$ cat config.mk
export PLATFORM = sky130hd
export DESIGN_NAME = ossc_out_top
export DESIGN_NICKNAME = d
export VERILOG_FILES = /design/src/common/ossc_pkg.sv /design/src/hdl/cdc_sync.sv /design/src/hdl/indicator_drive.sv /design/src/hdl/ossc_out_top.sv /design/src/hdl/pwm_2ch.sv /design/src/hdl/sys_ctrl_regs.sv /design/src/video_out/video_out_pipe.sv
export VERILOG_INCLUDE_DIRS = /design/src /design/src/common
export SDC_FILE = /design/constraint.sdc
export NUM_CORES = 1
export LEC_CHECK = 0
export ABC_AREA = 1
export BUFFER_PORTS_ARGS = -buffer_cell sky130_fd_sc_hd__buf_4
export CORE_ASPECT_RATIO = 1.2
export CORE_MARGIN = 2
export CORE_UTILIZATION = 50
export CTS_CLUSTER_SIZE = 24
export DETAILED_ROUTE_END_ITERATION = 12
export PLACE_DENSITY = 0.89
export SETUP_SLACK_MARGIN = 0.05
export SYNTH_ARGS = -nofsm -noshare
export SYNTH_HDL_FRONTEND = slang
export SYNTH_SLANG_ARGS = --single-unit
$ cat constraint.sdc
create_clock -name pclk_out -period 3.5 [get_ports pclk_out]
set_input_delay 0.7 -clock pclk_out [delete_from_list [all_inputs] [get_ports pclk_out]]
set_output_delay 0.7 -clock pclk_out [all_outputs]
set_load 0.02 [all_outputs]
$ cat src/common/ossc_macros.svh
// Register map, field positions, OSD palette and counter widths for the output side
`ifndef OSSC_MACROS_SVH
`define OSSC_MACROS_SVH

// Register word addresses
`define OSSC_REG_CTRL   4'h0
`define OSSC_REG_STATUS 4'h1

// Control register fields
`define OSSC_CTRL_POWERON_BIT   0
`define OSSC_CTRL_FRAMELOCK_BIT 1
`define OSSC_CTRL_FAN_LSB       4
`define OSSC_CTRL_LED_LSB       8

// Status register fields
`define OSSC_STATUS_BTN_LSB 0

// OSD palette, black / blue / yellow / white
`define OSSC_OSD_COLOR0 24'h000000
`define OSSC_OSD_COLOR1 24'h0000ff
`define OSSC_OSD_COLOR2 24'hffff00
`define OSSC_OSD_COLOR3 24'hffffff

`define OSSC_PWM_CNT_BITS    6
`define OSSC_RESYNC_LED_BITS 8

`endif

$ cat src/common/ossc_pkg.sv
// Shared types for the scan converter output side: register map, video, OSD and Wishbone
`default_nettype none

package ossc_pkg;

    typedef struct packed {
        logic [7:0] r;
        logic [7:0] g;
        logic [7:0] b;
    } rgb_t;

    // One pixel with its timing bits
    typedef struct packed {
        rgb_t pixel;
        logic hsync;
        logic vsync;
        logic de;
    } video_t;

    typedef struct packed {
        logic       enable;
        logic [1:0] color;
    } osd_t;

    // Front-panel buttons, low when pressed
    typedef logic [5:0] btn_t;

    // Decoded control register
    typedef struct packed {
        logic       poweron;
        logic       framelock;
        logic [3:0] fan_duty;
        logic [3:0] led_duty;
    } sys_ctrl_t;

    // Wishbone classic, word addressed
    typedef struct packed {
        logic        cyc;
        logic        stb;
        logic        we;
        logic [3:0]  adr;
        logic [31:0] dat;
    } wb_req_t;

    typedef struct packed {
        logic        ack;
        logic [31:0] dat;
    } wb_rsp_t;

endpackage

`default_nettype wire

$ cat src/hdl/cdc_sync.sv
// Two-flop synchronizer for asynchronous board inputs of any payload type
`default_nettype none

module cdc_sync #(
    parameter type      payload_t   = logic,
    parameter payload_t RESET_VALUE = '0
) (
    input  logic     pclk_out,
    input  logic     po_reset_n,
    input  payload_t async_i,
    output payload_t sync_o
);

    payload_t meta_q;
    payload_t sync_q;

    always_ff @(posedge pclk_out or negedge po_reset_n) begin
        if (!po_reset_n) begin
            meta_q <= RESET_VALUE;
            sync_q <= RESET_VALUE;
        end else begin
            meta_q <= async_i;
            sync_q <= meta_q;
        end
    end

    assign sync_o = sync_q;

endmodule

`default_nettype wire

$ cat src/hdl/indicator_drive.sv
// LED and fan drive with resync hold timer, status LED mask and fan polarity
`default_nettype none
`include "ossc_macros.svh"

module indicator_drive (
    input  logic            pclk_out,
    input  logic            po_reset_n,
    input  logic            poweron_i,
    input  logic            framelock_i,
    input  ossc_pkg::btn_t  btn_i,
    input  logic            resync_i,
    input  logic            fan_pwm_i,
    input  logic            led_pwm_i,
    output logic [2:0]      led_o,
    output logic            fan_pwm_o
);
    import ossc_pkg::*;

    localparam btn_t BTN_RELEASED = '1;

    logic                             resync_prev_q;
    logic                             resync_rise;
    logic [`OSSC_RESYNC_LED_BITS-1:0] hold_q;
    logic                             btn_pressed;
    logic [2:0]                       led_mask;

    assign resync_rise = resync_i & ~resync_prev_q;
    assign btn_pressed = (btn_i != BTN_RELEASED);

    always_ff @(posedge pclk_out or negedge po_reset_n) begin
        if (!po_reset_n) begin
            resync_prev_q <= 1'b0;
            hold_q        <= '0;
        end else begin
            resync_prev_q <= resync_i;
            if (!poweron_i) begin
                hold_q <= '0;
            end else if (resync_rise) begin
                hold_q <= '1;
            end else if (hold_q != '0) begin
                hold_q <= hold_q - 1'b1;
            end
        end
    end

    // Blue: framelock, green: button, red: recent resync
    assign led_mask = poweron_i ? {framelock_i, btn_pressed, (hold_q != '0)} : 3'b000;
    assign led_o    = {3{led_pwm_i}} & led_mask;

    // Fan input is active low
    assign fan_pwm_o = ~(poweron_i & fan_pwm_i);

endmodule

`default_nettype wire

$ cat src/hdl/ossc_out_top.sv
// Output side top level of the scan converter, control block plus video, PWM and indicators
`default_nettype none

module ossc_out_top (
    input  logic                pclk_out,
    input  logic                po_reset_n,
    input  ossc_pkg::wb_req_t   wb_req_i,
    output ossc_pkg::wb_rsp_t   wb_rsp_o,
    input  ossc_pkg::video_t    video_i,
    input  ossc_pkg::osd_t      osd_i,
    input  ossc_pkg::btn_t      btn_i,
    input  logic                resync_strobe_i,
    output ossc_pkg::video_t    video_o,
    output logic [2:0]          led_o,
    output logic                fan_pwm_o,
    output logic                hdmitx_5v_en_o
);
    import ossc_pkg::*;

    sys_ctrl_t sys_ctrl;
    btn_t      btn_sync;
    logic      resync_sync;
    logic      fan_pwm;
    logic      led_pwm;

    assign hdmitx_5v_en_o = sys_ctrl.poweron;

    sys_ctrl_regs u_sys_ctrl_regs (
        .pclk_out   (pclk_out),
        .po_reset_n (po_reset_n),
        .wb_req_i   (wb_req_i),
        .wb_rsp_o   (wb_rsp_o),
        .btn_i      (btn_sync),
        .ctrl_o     (sys_ctrl)
    );

    // Buttons idle high
    cdc_sync #(
        .payload_t   (btn_t),
        .RESET_VALUE ('1)
    ) sync_btn (
        .pclk_out   (pclk_out),
        .po_reset_n (po_reset_n),
        .async_i    (btn_i),
        .sync_o     (btn_sync)
    );

    cdc_sync #(
        .payload_t   (logic),
        .RESET_VALUE (1'b0)
    ) sync_resync (
        .pclk_out   (pclk_out),
        .po_reset_n (po_reset_n),
        .async_i    (resync_strobe_i),
        .sync_o     (resync_sync)
    );

    pwm_2ch u_pwm (
        .pclk_out   (pclk_out),
        .po_reset_n (po_reset_n),
        .ch1_duty_i (sys_ctrl.fan_duty),
        .ch2_duty_i (sys_ctrl.led_duty),
        .ch1_pwm_o  (fan_pwm),
        .ch2_pwm_o  (led_pwm)
    );

    indicator_drive u_indicator (
        .pclk_out    (pclk_out),
        .po_reset_n  (po_reset_n),
        .poweron_i   (sys_ctrl.poweron),
        .framelock_i (sys_ctrl.framelock),
        .btn_i       (btn_sync),
        .resync_i    (resync_sync),
        .fan_pwm_i   (fan_pwm),
        .led_pwm_i   (led_pwm),
        .led_o       (led_o),
        .fan_pwm_o   (fan_pwm_o)
    );

    video_out_pipe u_video_out (
        .pclk_out   (pclk_out),
        .po_reset_n (po_reset_n),
        .video_i    (video_i),
        .osd_i      (osd_i),
        .video_o    (video_o)
    );

endmodule

`default_nettype wire

$ cat src/hdl/pwm_2ch.sv
// Two-channel PWM sharing one free-running period counter
`default_nettype none
`include "ossc_macros.svh"

module pwm_2ch (
    input  logic       pclk_out,
    input  logic       po_reset_n,
    input  logic [3:0] ch1_duty_i,
    input  logic [3:0] ch2_duty_i,
    output logic       ch1_pwm_o,
    output logic       ch2_pwm_o
);

    logic [`OSSC_PWM_CNT_BITS-1:0] cnt_q;
    logic [3:0]                    cnt_hi;
    logic                          ch1_q;
    logic                          ch2_q;

    // Duty steps of 4 cycles each
    assign cnt_hi = cnt_q[`OSSC_PWM_CNT_BITS-1 -: 4];

    always_ff @(posedge pclk_out or negedge po_reset_n) begin
        if (!po_reset_n) begin
            cnt_q <= '0;
        end else begin
            cnt_q <= cnt_q + 1'b1;
        end
    end

    always_ff @(posedge pclk_out or negedge po_reset_n) begin
        if (!po_reset_n) begin
            ch1_q <= 1'b0;
            ch2_q <= 1'b0;
        end else begin
            ch1_q <= (cnt_hi < ch1_duty_i);
            ch2_q <= (cnt_hi < ch2_duty_i);
        end
    end

    assign ch1_pwm_o = ch1_q;
    assign ch2_pwm_o = ch2_q;

endmodule

`default_nettype wire

$ cat src/hdl/sys_ctrl_regs.sv
// Wishbone classic slave with the control register and the button status register
`default_nettype none
`include "ossc_macros.svh"

module sys_ctrl_regs (
    input  logic                 pclk_out,
    input  logic                 po_reset_n,
    input  ossc_pkg::wb_req_t    wb_req_i,
    output ossc_pkg::wb_rsp_t    wb_rsp_o,
    input  ossc_pkg::btn_t       btn_i,
    output ossc_pkg::sys_ctrl_t  ctrl_o
);
    import ossc_pkg::*;

    logic        ack_q;
    logic [31:0] rd_dat;
    logic [31:0] rd_dat_q;
    sys_ctrl_t   ctrl_q;
    logic        req_new;
    logic        sel_ctrl;
    logic        sel_status;

    // New request only while no ack is pending
    assign req_new    = wb_req_i.cyc & wb_req_i.stb & ~ack_q;
    assign sel_ctrl   = (wb_req_i.adr == `OSSC_REG_CTRL);
    assign sel_status = (wb_req_i.adr == `OSSC_REG_STATUS);

    always_comb begin
        rd_dat = '0;
        if (sel_ctrl) begin
            rd_dat[`OSSC_CTRL_POWERON_BIT]   = ctrl_q.poweron;
            rd_dat[`OSSC_CTRL_FRAMELOCK_BIT] = ctrl_q.framelock;
            rd_dat[`OSSC_CTRL_FAN_LSB +: 4]  = ctrl_q.fan_duty;
            rd_dat[`OSSC_CTRL_LED_LSB +: 4]  = ctrl_q.led_duty;
        end else if (sel_status) begin
            rd_dat[`OSSC_STATUS_BTN_LSB +: $bits(btn_t)] = btn_i;
        end
    end

    always_ff @(posedge pclk_out or negedge po_reset_n) begin
        if (!po_reset_n) begin
            ack_q  <= 1'b0;
            ctrl_q <= '0;
        end else begin
            ack_q <= req_new;
            // Write lands on the same edge that raises ack
            if (req_new && wb_req_i.we && sel_ctrl) begin
                ctrl_q.poweron   <= wb_req_i.dat[`OSSC_CTRL_POWERON_BIT];
                ctrl_q.framelock <= wb_req_i.dat[`OSSC_CTRL_FRAMELOCK_BIT];
                ctrl_q.fan_duty  <= wb_req_i.dat[`OSSC_CTRL_FAN_LSB +: 4];
                ctrl_q.led_duty  <= wb_req_i.dat[`OSSC_CTRL_LED_LSB +: 4];
            end
        end
    end

    always_ff @(posedge pclk_out) begin
        if (req_new) begin
            rd_dat_q <= rd_dat;
        end
    end

    assign wb_rsp_o.ack = ack_q;
    assign wb_rsp_o.dat = rd_dat_q;
    assign ctrl_o       = ctrl_q;

endmodule

`default_nettype wire

$ cat src/video_out/video_out_pipe.sv
// Video output pipeline, OSD palette overlay followed by the HDMI launch register
`default_nettype none
`include "ossc_macros.svh"

module video_out_pipe (
    input  logic              pclk_out,
    input  logic              po_reset_n,
    input  ossc_pkg::video_t  video_i,
    input  ossc_pkg::osd_t    osd_i,
    output ossc_pkg::video_t  video_o
);
    import ossc_pkg::*;

    rgb_t   osd_px;
    video_t overlay;
    video_t stage1_q;
    video_t stage2_q;

    always_comb begin
        case (osd_i.color)
            2'd0:    osd_px = `OSSC_OSD_COLOR0;
            2'd1:    osd_px = `OSSC_OSD_COLOR1;
            2'd2:    osd_px = `OSSC_OSD_COLOR2;
            default: osd_px = `OSSC_OSD_COLOR3;
        endcase
    end

    // Only the pixel is replaced, timing bits pass as-is
    always_comb begin
        overlay = video_i;
        if (osd_i.enable) begin
            overlay.pixel = osd_px;
        end
    end

    always_ff @(posedge pclk_out or negedge po_reset_n) begin
        if (!po_reset_n) begin
            stage1_q <= '0;
        end else begin
            stage1_q <= overlay;
        end
    end

    // Launch register towards the HDMI transmitter
    always_ff @(posedge pclk_out or negedge po_reset_n) begin
        if (!po_reset_n) begin
            stage2_q <= '0;
        end else begin
            stage2_q <= stage1_q;
        end
    end

    assign video_o = stage2_q;

endmodule

`default_nettype wire
==> results of run 1 <==
[cell usage after synthesis]
library cell / number / area (µm²)
edfxtp_1: 12 / 360
nand2_1: 32 / 120
o22ai_1: 4 / 25.0
nand3_2: 2 / 20.0
clkbuf_1: 3 / 11.3
nor3_2: 1 / 10.0
nand3b_1: 1 / 7.51
ha_1: 8 / 100
buf_6: 2 / 22.5
nand4_1: 3 / 18.8
nor2_4: 2 / 22.5
nor2_2: 6 / 37.5
a21oi_1: 2 / 10.0
nand3_1: 5 / 25.0
buf_2: 1 / 5.00
dfstp_2: 12 / 315
conb_1: 1 / 3.75
nand2_4: 1 / 11.3
a31oi_1: 2 / 12.5
xor2_1: 4 / 35.0
inv_1: 53 / 199
o21ai_1: 2 / 10.0
nor3_1: 1 / 5.00
nor2_1: 24 / 90.1
o21ai_2: 10 / 87.6
nand2_2: 5 / 31.3
inv_2: 3 / 11.3
a21o_1: 2 / 15.0
o21ai_0: 29 / 145
dfrtp_1: 84 / 2100
buf_4: 22 / 165
a21oi_2: 1 / 8.76
[layer usage]
metal / vias to the layer above / share of wire [%] / wire, µm
met5: - / 0 / 0
met4: 0 / 1.6 / 112
met3: 10 / 8.9 / 612
met2: 89 / 52 / 3550
met1: 1203 / 38 / 2590
li1: 1226 / - / -
[through the flow]
step / setup WS [ns] / cells / hold WS [ns] / power (mW)
after floorplan: 1.71 / 359 / 0.331 / 1.80
after global placement: 1.30 / 524 / 0.332 / 1.96
after detailed placement: 1.20 / 524 / 0.336 / 2.00
after CTS: 1.14 / 540 / 0.354 / 2.78
after global routing: 1.02 / 540 / 0.363 / 2.90
final: 1.16 / 540 / 0.356 / 2.75
[power breakdown]
group / internal, mW / switching [mW]
registers: 1.40 / 0.0696
clock network: 0.398 / 0.380
logic: 0.199 / 0.302
[kinds of logic after synthesis]
| group | Yosys count | share of synthesized area [%] |
|---|---|---|
| AO/OA/AOI/OAI | 52 | 7.77 |
| buffers and inverters | 84 | 10.2 |
| adder cells (fa/ha/maj) | 8 | 2.48 |
| XOR/XNOR | 4 | 0.866 |
| flip-flops | 108 | 68.7 |
| AND/OR/NAND/NOR | 83 | 9.87 |
| other | 1 | 0.0927 |
[flip-flops by register name, indices dropped and copies added, names as in the netlist, 6 cells and up]
register and count:
sync_btn.meta_q 6, u_sys_ctrl_regs.ctrl_o 10, sync_btn.sync_o 6, u_indicator.hold_q 8, u_video_out.stage1_q 27, u_video_out.video_o 27, u_sys_ctrl_regs.rd_dat_q 12, u_pwm.cnt_q 6
[worst min-delay path by stage]
stage,from,cells after the start,to
3_3_place_gp,u_video_out.stage1_q[0]$_DFF_PN0_,0,u_video_out.video_o[0]$_DFF_PN0_
3_5_place_dp,u_video_out.stage1_q[2]$_DFF_PN0_,0,u_video_out.video_o[2]$_DFF_PN0_
5_1_grt,u_video_out.stage1_q[9]$_DFF_PN0_,0,u_video_out.video_o[9]$_DFF_PN0_
6_report,u_video_out.stage1_q[2]$_DFF_PN0_,0,u_video_out.video_o[2]$_DFF_PN0_
4_1_cts,u_video_out.stage1_q[2]$_DFF_PN0_,0,u_video_out.video_o[2]$_DFF_PN0_
2_1_floorplan,sync_resync.meta_q$_DFF_PN0_,0,sync_resync.sync_o$_DFF_PN0_
[worst max-delay path, cell delays in order (launching register included)]
cell and delay [ns]:
dfrtp_1 0.42, inv_1 0.11, ha_1 0.23, nand3_2 0.13, nor2_4 0.19, nor2_1 0.06, buf_4 0.15
[area by class of cell]
cell class / instances / area [µm²] / share of cell area, %
clock buffers: 10 / 128 / 2.56
clock inverters: 6 / 78.8 / 1.58
inverters: 56 / 210 / 4.21
multi-input cells: 167 / 923 / 18.5
flip-flops and latches: 108 / 2780 / 55.7
well taps: 92 / 115 / 2.31
repair buffers: 101 / 758 / 15.2
[layout by cell type (no fill, tap or decap), types with 10 or more instances in the layout]
master and count:
conb_1 20, buf_4 101, inv_1 53, nand2_1 32, o21ai_2 10, nor2_1 24, dfstp_2 12, dfrtp_1 84
edfxtp_1 12, o21ai_0 29
==> flow_summary.yaml, run 1 <==
grt:
  grt_overflow: 0
  grt_use_met2_pct: 29.2
  grt_pass1_wl_um: 11400
  antenna_found_initial: 0
  top_usage_layer: "met2"
  grt_usage_pct: 16.7
  grt_max_degree: 92
  met3_usage_pct: 5.44
  gr-usage-met1_pct: 19.0
  grt_pass1_vias: 2541
final_layout:
  final_util_pct: 64.4
  diodes: 0
  area_growth_pct: 23.4
  drive_gt1_share_pct: 35.3
  fill_cells: 602
  fin_area_um2: 4990
  layout.nets: 529
timing:
  fmax_mhz: 428
  fin_skew_ns: 0.00734
  finalCritPeriodShare_pct: 66.8
  drv_slew: 0
  worst_pin_slew_ns: 1.08
  setup-tns-final_ns: 0
  finalHoldViolCount: 0
  rsz0062_at_grt: "no"
  min_period_ns: 2.34
  setup_viol: 0
  slew_headroom_pct: 28.0
critical_path:
  required_ns: 2.80
  crit_path_end_kind: "output port"
  crit_fanout: 5
  cp-startpoint: "u_indicator.hold_q[0]$_DFFE_PN0P_"
  regToRegSetupSlack_ns: 1.63
  r2r_start: "u_sys_ctrl_regs.ack_q$_DFF_PN0_"
  startpoint_type: "flop"
  reg2reg_to: "u_sys_ctrl_regs.ctrl_o[4]$_DFFE_PN0P_"
  crit_type: "reg -> out"
  cp.arrival_ns: 1.64
  rr_worst_depth: 5
  crit_path_end: "led_o[0]"
clocking:
  clockRootBuffer: "clkbuf_8"
  hold_buffers: 0
  h-tree-depth: 3
  clk_pin_slew_ns: 0.09
  cts_setup_buffers: 0
  cts_buffer_depth: 2
  cts.sinks: 108
  worstSkewPairLatency_ns: 0.35
  tritoncts: "done"
  postCtsResizedCells: 0
  cts_buffers: 9
detailed_routing:
  initialDrtViolationCount: 131
  post_drt_wl_per_cell_um: 12.7
  wl_um: 6870
  ant_nets: 0
  dr_total_vias: 2528
  drcViolationCount: 0
  firstDrtPassIters: 4
  vias_per_cell: 4.68
logic_synthesis:
  synth_seq_area_share_pct: 68.7
  synth_cell_type_count: 32
  syn_avg_cell_area_um2: 11.9
  yosys_warnings: 0
  synthCells: 340
  syn_area_um2: 4040
  synth_seq_cells: 108
place:
  placed_area_um2: 4780
  gp_congestion: 0.770
  port_buffers: 100
  hpwl_um: 5080
power:
  vdd_drop_max_mv: 0.347
  power.leakage_nw: 2.55
  power_density_nw_per_um2: 550
die:
  die_h_um: 103
  coreArea_um2: 7750
  row_count: 35
  num_io_pins: 143
  start_util_pct: 52.2
  die_area_um2: 8830
  die_x_um: 86.1
outcome:
  outcome: "finished, final reports clean"
run:
  maxCapViolations: 0
min_path:
  hold_path.class: "reg -> reg"
Note: power is estimated with default switching activity, not from simulation.
==> inputs of run 2 (changes only) <==
--- a/config.mk
+++ b/config.mk
@@ -10,10 +10,10 @@
 export BUFFER_PORTS_ARGS = -buffer_cell sky130_fd_sc_hd__buf_4
 export CORE_ASPECT_RATIO = 1.2
 export CORE_MARGIN = 2
-export CORE_UTILIZATION = 50
+export CORE_UTILIZATION = 44
 export CTS_CLUSTER_SIZE = 24
 export DETAILED_ROUTE_END_ITERATION = 12
-export PLACE_DENSITY = 0.89
+export PLACE_DENSITY = 0.84
 export SETUP_SLACK_MARGIN = 0.05
 export SYNTH_ARGS = -nofsm -noshare
 export SYNTH_HDL_FRONTEND = slang
==> constraint.sdc (replaced) <==
create_clock -name pclk_out -period 2.1 [get_ports pclk_out]
set_input_delay 0.42 -clock pclk_out [delete_from_list [all_inputs] [get_ports pclk_out]]
set_output_delay 0.42 -clock pclk_out [all_outputs]
set_load 0.02 [all_outputs]
==> run 2 against run 1 <==
First-iteration DRC count decreased by 20%. Critical path type unchanged. Critical endpoint unchanged. Combinational power increased by 73%. Largest power group unchanged. Clock power increased by 42%. Sequential power increased by 66%. Largest cell class unchanged. Global-route usage decreased by 1.7 points. Highest routed layer unchanged. Die area increased by 13%.
==> flow_summary.yaml, run 2 (synthesized netlist as in run 1, its figures left out) <==
grt:
  grt_usage_pct: 15.0
  antenna_found_initial: 0
  grt_max_degree: 59
  grt_pass1_vias: 2501
  grt_overflow: 0
  grt_pass1_wl_um: 11600
clocking:
  tritoncts: "done"
  clk_pin_slew_ns: 0.09
  cts_buffers: 9
  cts.sinks: 108
  cts_buffer_depth: 2
  clockRootBuffer: "clkbuf_8"
  h-tree-depth: 3
  worstSkewPairLatency_ns: 0.36
final_layout:
  layout.nets: 536
  diodes: 0
  layout_commonest_cell: "buf_4"
  fin_area_um2: 5080
  area_growth_pct: 25.7
  mostFrequentLayoutCells: "buf_4 (104), dfrtp_1 (84), inv_1 (52)"
  drive_gt1_share_pct: 36.5
timing:
  finalCritPeriodShare_pct: 94.1
  rsz0062_at_grt: "no"
  min_period_ns: 1.98
  fmax_mhz: 506
  finalHoldViolCount: 0
  setup-tns-final_ns: 0
  fin_skew_ns: 0.00774
  worst_slack_ns: 0.125
  setup_viol: 0
  drv_slew: 0
min_path:
  holdPathEnd: "sync_btn.meta_q[2]$_DFF_PN1_"
  hp-start: "btn_i[2]"
  hold_path.class: "in -> reg"
  worst_hold_path.num_cells: 1
critical_path:
  critPathBufInv: 2
  crit_type: "reg -> out"
  r2r_start: "u_indicator.hold_q[0]$_DFFE_PN0P_"
  path_cells: "inv_2 -> ha_2 -> nand3_2 -> nor2_4 -> nor2_1 -> buf_4"
  crit_path_end_kind: "output port"
  critPathMaxStageDelay_ns: 0.43
  startpoint_type: "flop"
  reg2reg_to: "u_indicator.hold_q[6]$_DFFE_PN0P_"
  regToRegSetupSlack_ns: 0.59
  rr_worst_depth: 8
  critical-path-top-delay-family: "flip-flops"
  required_ns: 1.68
  cp_slowest_cell: "dfrtp_1"
  cp.arrival_ns: 1.56
  crit_fanout: 4
place:
  gp_congestion: 0.766
  hpwl_um: 5180
  place_ws_ns: 0.442
  placed_area_um2: 4890
  port_buffers: 100
power:
  vdd_drop_max_mv: 0.412
  pwr-share-comb_pct: 19.6
  power.leakage_nw: 2.56
  intPower_mw: 3.14
  p_seq_share_pct: 55.4
  power.switching_mw: 1.27
  switching_share_pct: 28.8
  power_density_nw_per_um2: 868
  p_clk_share_pct: 25.0
detailed_routing:
  ant_nets: 0
  post_drt_wl_per_cell_um: 12.2
  drcViolationCount: 0
  firstDrtPassIters: 4
  wl_um: 7020
  vias_per_cell: 4.46
  initialDrtViolationCount: 105
  dr_total_vias: 2567
die:
  start_util_pct: 45.0
  die_h_um: 109
  row_count: 38
  die_x_um: 91.5
  num_io_pins: 143
  die_area_um2: 9980
  coreArea_um2: 8990
run:
  maxCapViolations: 0
outcome:
  outcome: "finished, final reports clean"
## run 2: what timing repair did
item                       CTS  global route
hold endpoints to repair     0             1
hold buffers                 0             1
resized for setup            1             1
pin swaps                    1             1
setup buffers                0             2
setup endpoints to repair    1             1
## run 2: worst max-delay path by stage
| stage | endpoint | cells after the start | slack, ns | from |
|---|---|---|---|---|
| after detailed placement | led_o[0] | 6 | 0.44 | u_indicator.hold_q[0]$_DFFE_PN0P_ |
| after global routing | led_o[0] | 6 | 0.02 | u_indicator.hold_q[0]$_DFFE_PN0P_ |
| after CTS | led_o[0] | 6 | 0.06 | u_indicator.hold_q[0]$_DFFE_PN0P_ |
| after global placement | led_o[0] | 6 | 0.50 | u_indicator.hold_q[0]$_DFFE_PN0P_ |
| after floorplan | led_o[0] | 5 | 0.59 | u_indicator.hold_q[0]$_DFFE_PN0P_ |
| final | led_o[0] | 6 | 0.12 | u_indicator.hold_q[0]$_DFFE_PN0P_ |
## run 2: layer usage
metal	track usage, %	up-vias	share of wire (%)
li1	-	1242	-
met2	24.9	95	53
met1	17.1	1218	37
met3	5.60	12	8.3
met5	0	-	0
met4	7.68	0	1.9
## run 2: power by group through the flow
| stage | clock network [mW] | logic, mW | registers (mW) |
|---|---|---|---|
| 6_report | 1.10 | 0.865 | 2.44 |
| 5_1_grt | 1.24 | 0.961 | 2.47 |
| 4_1_cts | 1.15 | 0.858 | 2.44 |
| 3_5_place_dp | 0 | 0.851 | 2.48 |
| 3_3_place_gp | 0 | 0.811 | 2.47 |
| 2_1_floorplan | 0 | 0.482 | 2.52 |
## run 2: cell type report
class | instances | area [µm²]
clock inverters | 4 | 25.0
inverters | 56 | 210
clock buffers | 12 | 145
flip-flops and latches | 108 | 2780
fillers | 739 | 3900
repair buffers | 108 | 851
well taps | 120 | 150
multi-input cells | 167 | 926
## run 2: through the flow
step / hold slack (ns) / util (%) / power [mW] / std cells
2_1_floorplan: 0.124 / - / 3.00 / 359
3_3_place_gp: 0.332 / 54.4 / 3.28 / 556
3_5_place_dp: 0.335 / 54.4 / 3.34 / 556
4_1_cts: 0.00666 / 56.3 / 4.45 / 572
5_1_grt: 0.125 / 56.6 / 4.67 / 575
6_report: 0.159 / 56.6 / 4.41 / 575
==> inputs of run 3 (changes only) <==
--- a/config.mk
+++ b/config.mk
@@ -6,7 +6,6 @@
 export SDC_FILE = /design/constraint.sdc
 export NUM_CORES = 1
 export LEC_CHECK = 0
-export ABC_AREA = 1
 export BUFFER_PORTS_ARGS = -buffer_cell sky130_fd_sc_hd__buf_4
 export CORE_ASPECT_RATIO = 1.2
 export CORE_MARGIN = 2
==> run 3 against run 2 <==
Cell count decreased by 8.9%. Critical endpoint unchanged. Critical path type unchanged. Clock power about the same. Global-route usage about the same. Combinational power decreased by 26%. Highest routed layer unchanged. First-iteration DRC count decreased by 44%.
==> flow_summary.yaml, run 3 <==
run:
  maxCapViolations: 0
critical_path:
  startpoint_type: "flop"
  regToRegSetupSlack_ns: 0.38
  crit_type: "reg -> out"
  required_ns: 1.68
  crit_fanout: 4
  crit_path_end_kind: "output port"
  cp.arrival_ns: 1.50
place:
  port_buffers: 100
  hpwl_um: 5240
  place_ws_ns: 0.190
  gp_congestion: 0.876
  placed_area_um2: 4780
  dpl.cell_count: 507
die:
  die_area_um2: 9770
  coreArea_um2: 8660
  die_x_um: 90.6
  start_util_pct: 45.7
  num_io_pins: 143
  row_count: 37
  die_h_um: 108
power:
  switching_share_pct: 26.0
  power_density_nw_per_um2: 818
  vdd_drop_max_mv: 0.386
  power.switching_mw: 1.06
  p_clk_share_pct: 26.8
  pwr-share-comb_pct: 15.6
  power.leakage_nw: 2.46
  intPower_mw: 3.01
  p_seq_share_pct: 57.5
timing:
  fmax_mhz: 520
  min_period_ns: 1.92
  setup_viol: 0
  finalHoldViolCount: 0
  rsz0062_at_grt: "no"
  hold_slack_ns: 0.154
  finalCritPeriodShare_pct: 91.7
  worst_slack_ns: 0.175
  setup-tns-final_ns: 0
  drv_slew: 0
  fin_skew_ns: 0.0112
detailed_routing:
  post_drt_wl_per_cell_um: 13.4
  wl_um: 7010
  vias_per_cell: 4.54
  dr_total_vias: 2380
  initialDrtViolationCount: 59
  ant_nets: 0
  firstDrtPassIters: 4
  drcViolationCount: 0
logic_synthesis:
  synth_area_leaders: "dfrtp_1 (53%), edfxtp_1 (9.1%), dfstp_2 (8.0%)"
  synth_cell_type_count: 42
  synth_seq_area_share_pct: 70.2
  yosys_warnings: 0
  syn_area_um2: 3960
  synth_top_family_by_area: "buffers and inverters"
  synthCells: 293
  netlist.area_leader.share_pct: 53.1
  synth_edf_count: 12
  async_reset_ff_share_pct: 88.9
  yosys.area_share.xor_xnor_pct: 1.11
  syn_avg_cell_area_um2: 13.5
  synth_ff_type: "dfrtp_1"
  synth_top_cell_by_area: "dfrtp_1"
  synth_most_common_cell: "dfrtp_1"
  yosys.area_share.adder_pct: 2.53
  synth_commonest_cells: "dfrtp_1 (84), inv_1 (34), o21ai_0 (26)"
  synth_mux_area_share_pct: 3.86
  synth_seq_cells: 108
  yosys.area_share.simple_pct: 6.58
  synth_compound_area_share_pct: 7.02
min_path:
  hold_path.class: "in -> reg"
final_layout:
  layout.nets: 488
  layout_commonest_cell: "buf_4"
  drive_gt1_share_pct: 37.1
  fill_cells: 721
  area_growth_pct: 25.8
  fin_area_um2: 4980
  stdcell_count: 524
  mostFrequentLayoutCells: "buf_4 (106), dfrtp_1 (84), inv_1 (34)"
  diodes: 0
grt:
  grt_max_degree: 53
  grt_usage_pct: 15.0
  grt_pass1_wl_um: 11000
  grt_pass1_vias: 2322
  grt_overflow: 0
  antenna_found_initial: 0
clocking:
  clockRootBuffer: "clkbuf_8"
  cts.sinks: 108
  tritoncts: "done"
  cts_buffers: 9
  cts_buffer_depth: 2
  clk_pin_slew_ns: 0.09
  h-tree-depth: 3
  worstSkewPairLatency_ns: 0.37
outcome:
  outcome: "finished, final reports clean"
[run 3: changes by cell type after synthesis, moves of 7 or more]
cell,delta
nand2_1,-24
inv_1,-19
nor2_1,-18
mux2_2,+10
o21ai_2,-10
nor3_1,+7
[run 3: layout make-up]
| cell class | instances | area [µm²] | area share (%) |
|---|---|---|---|
| Sequential cell | 108 | 2780 | 55.8 |
| Multi-Input combinational cell | 141 | 930 | 18.7 |
| Timing Repair Buffer | 108 | 826 | 16.6 |
| Tap cell | 117 | 146 | 2.94 |
| Clock buffer | 11 | 141 | 2.84 |
| Inverter | 34 | 128 | 2.56 |
| Clock inverter | 5 | 27.5 | 0.553 |
[run 3: cells by family after synthesis]
family	Yosys count
AO/OA/AOI/OAI	48
AND/OR/NAND/NOR	46
flip-flops	108
other	1
adder cells (fa/ha/maj)	8
XOR/XNOR	5
buffers and inverters	63
multiplexers	14
[run 3: worst max-delay path, stage by stage (launching register included)]
cell and delay, ns:
dfrtp_1 0.42, inv_1 0.07, ha_1 0.16, nor3b_2 0.23, a21oi_1 0.09, buf_4 0.16
[run 3: what timing repair did]
action | CTS | global route
setup buffers | 0 | 0
endpoints found under the hold margin | 22 | 0
pin swaps | 0 | 0
setup endpoints to repair | 1 | 1
resized for setup | 2 | 1
hold buffers | 1 | 0
[run 3: per-layer routing]
metal	vias up	part of all wire [%]	global-route usage, %
met5	-	0	0
met4	0	2.9	10.3
met3	13	5.2	2.87
met2	86	53	26.3
met1	1134	38	16.5
li1	1147	-	-
[run 3: power groups by stage]
stage / Combinational, mW / Sequential [mW] / Clock (mW)
4_1_cts: 0.635 / 2.34 / 1.14
6_report: 0.636 / 2.34 / 1.09
3_3_place_gp: 0.605 / 2.37 / 0
3_5_place_dp: 0.627 / 2.38 / 0
2_1_floorplan: 0.326 / 2.42 / 0
5_1_grt: 0.703 / 2.36 / 1.21
[run 3: final timing paths]
check | cells after the start | to | from
min | 1 | sync_btn.meta_q[2]$_DFF_PN1_ | btn_i[2]
max reg2reg | 4 | u_indicator.hold_q[7]$_DFFE_PN0P_ | u_indicator.hold_q[1]$_DFFE_PN0P_
max | 5 | led_o[0] | u_indicator.hold_q[0]$_DFFE_PN0P_
min in group asynchronous | 2 | u_sys_ctrl_regs.ctrl_o[0]$_DFFE_PN0P_ | po_reset_n
max in group asynchronous | 3 | sync_btn.meta_q[5]$_DFF_PN1_ | po_reset_n
min reg2reg | 0 | u_video_out.video_o[0]$_DFF_PN0_ | u_video_out.stage1_q[0]$_DFF_PN0_
[run 3: stage by stage]
step,total power [mW],util (%)
2_1_floorplan,2.74,-
3_3_place_gp,2.98,55.2
3_5_place_dp,3.01,55.2
4_1_cts,4.11,57.4
5_1_grt,4.27,57.5
6_report,4.07,57.5
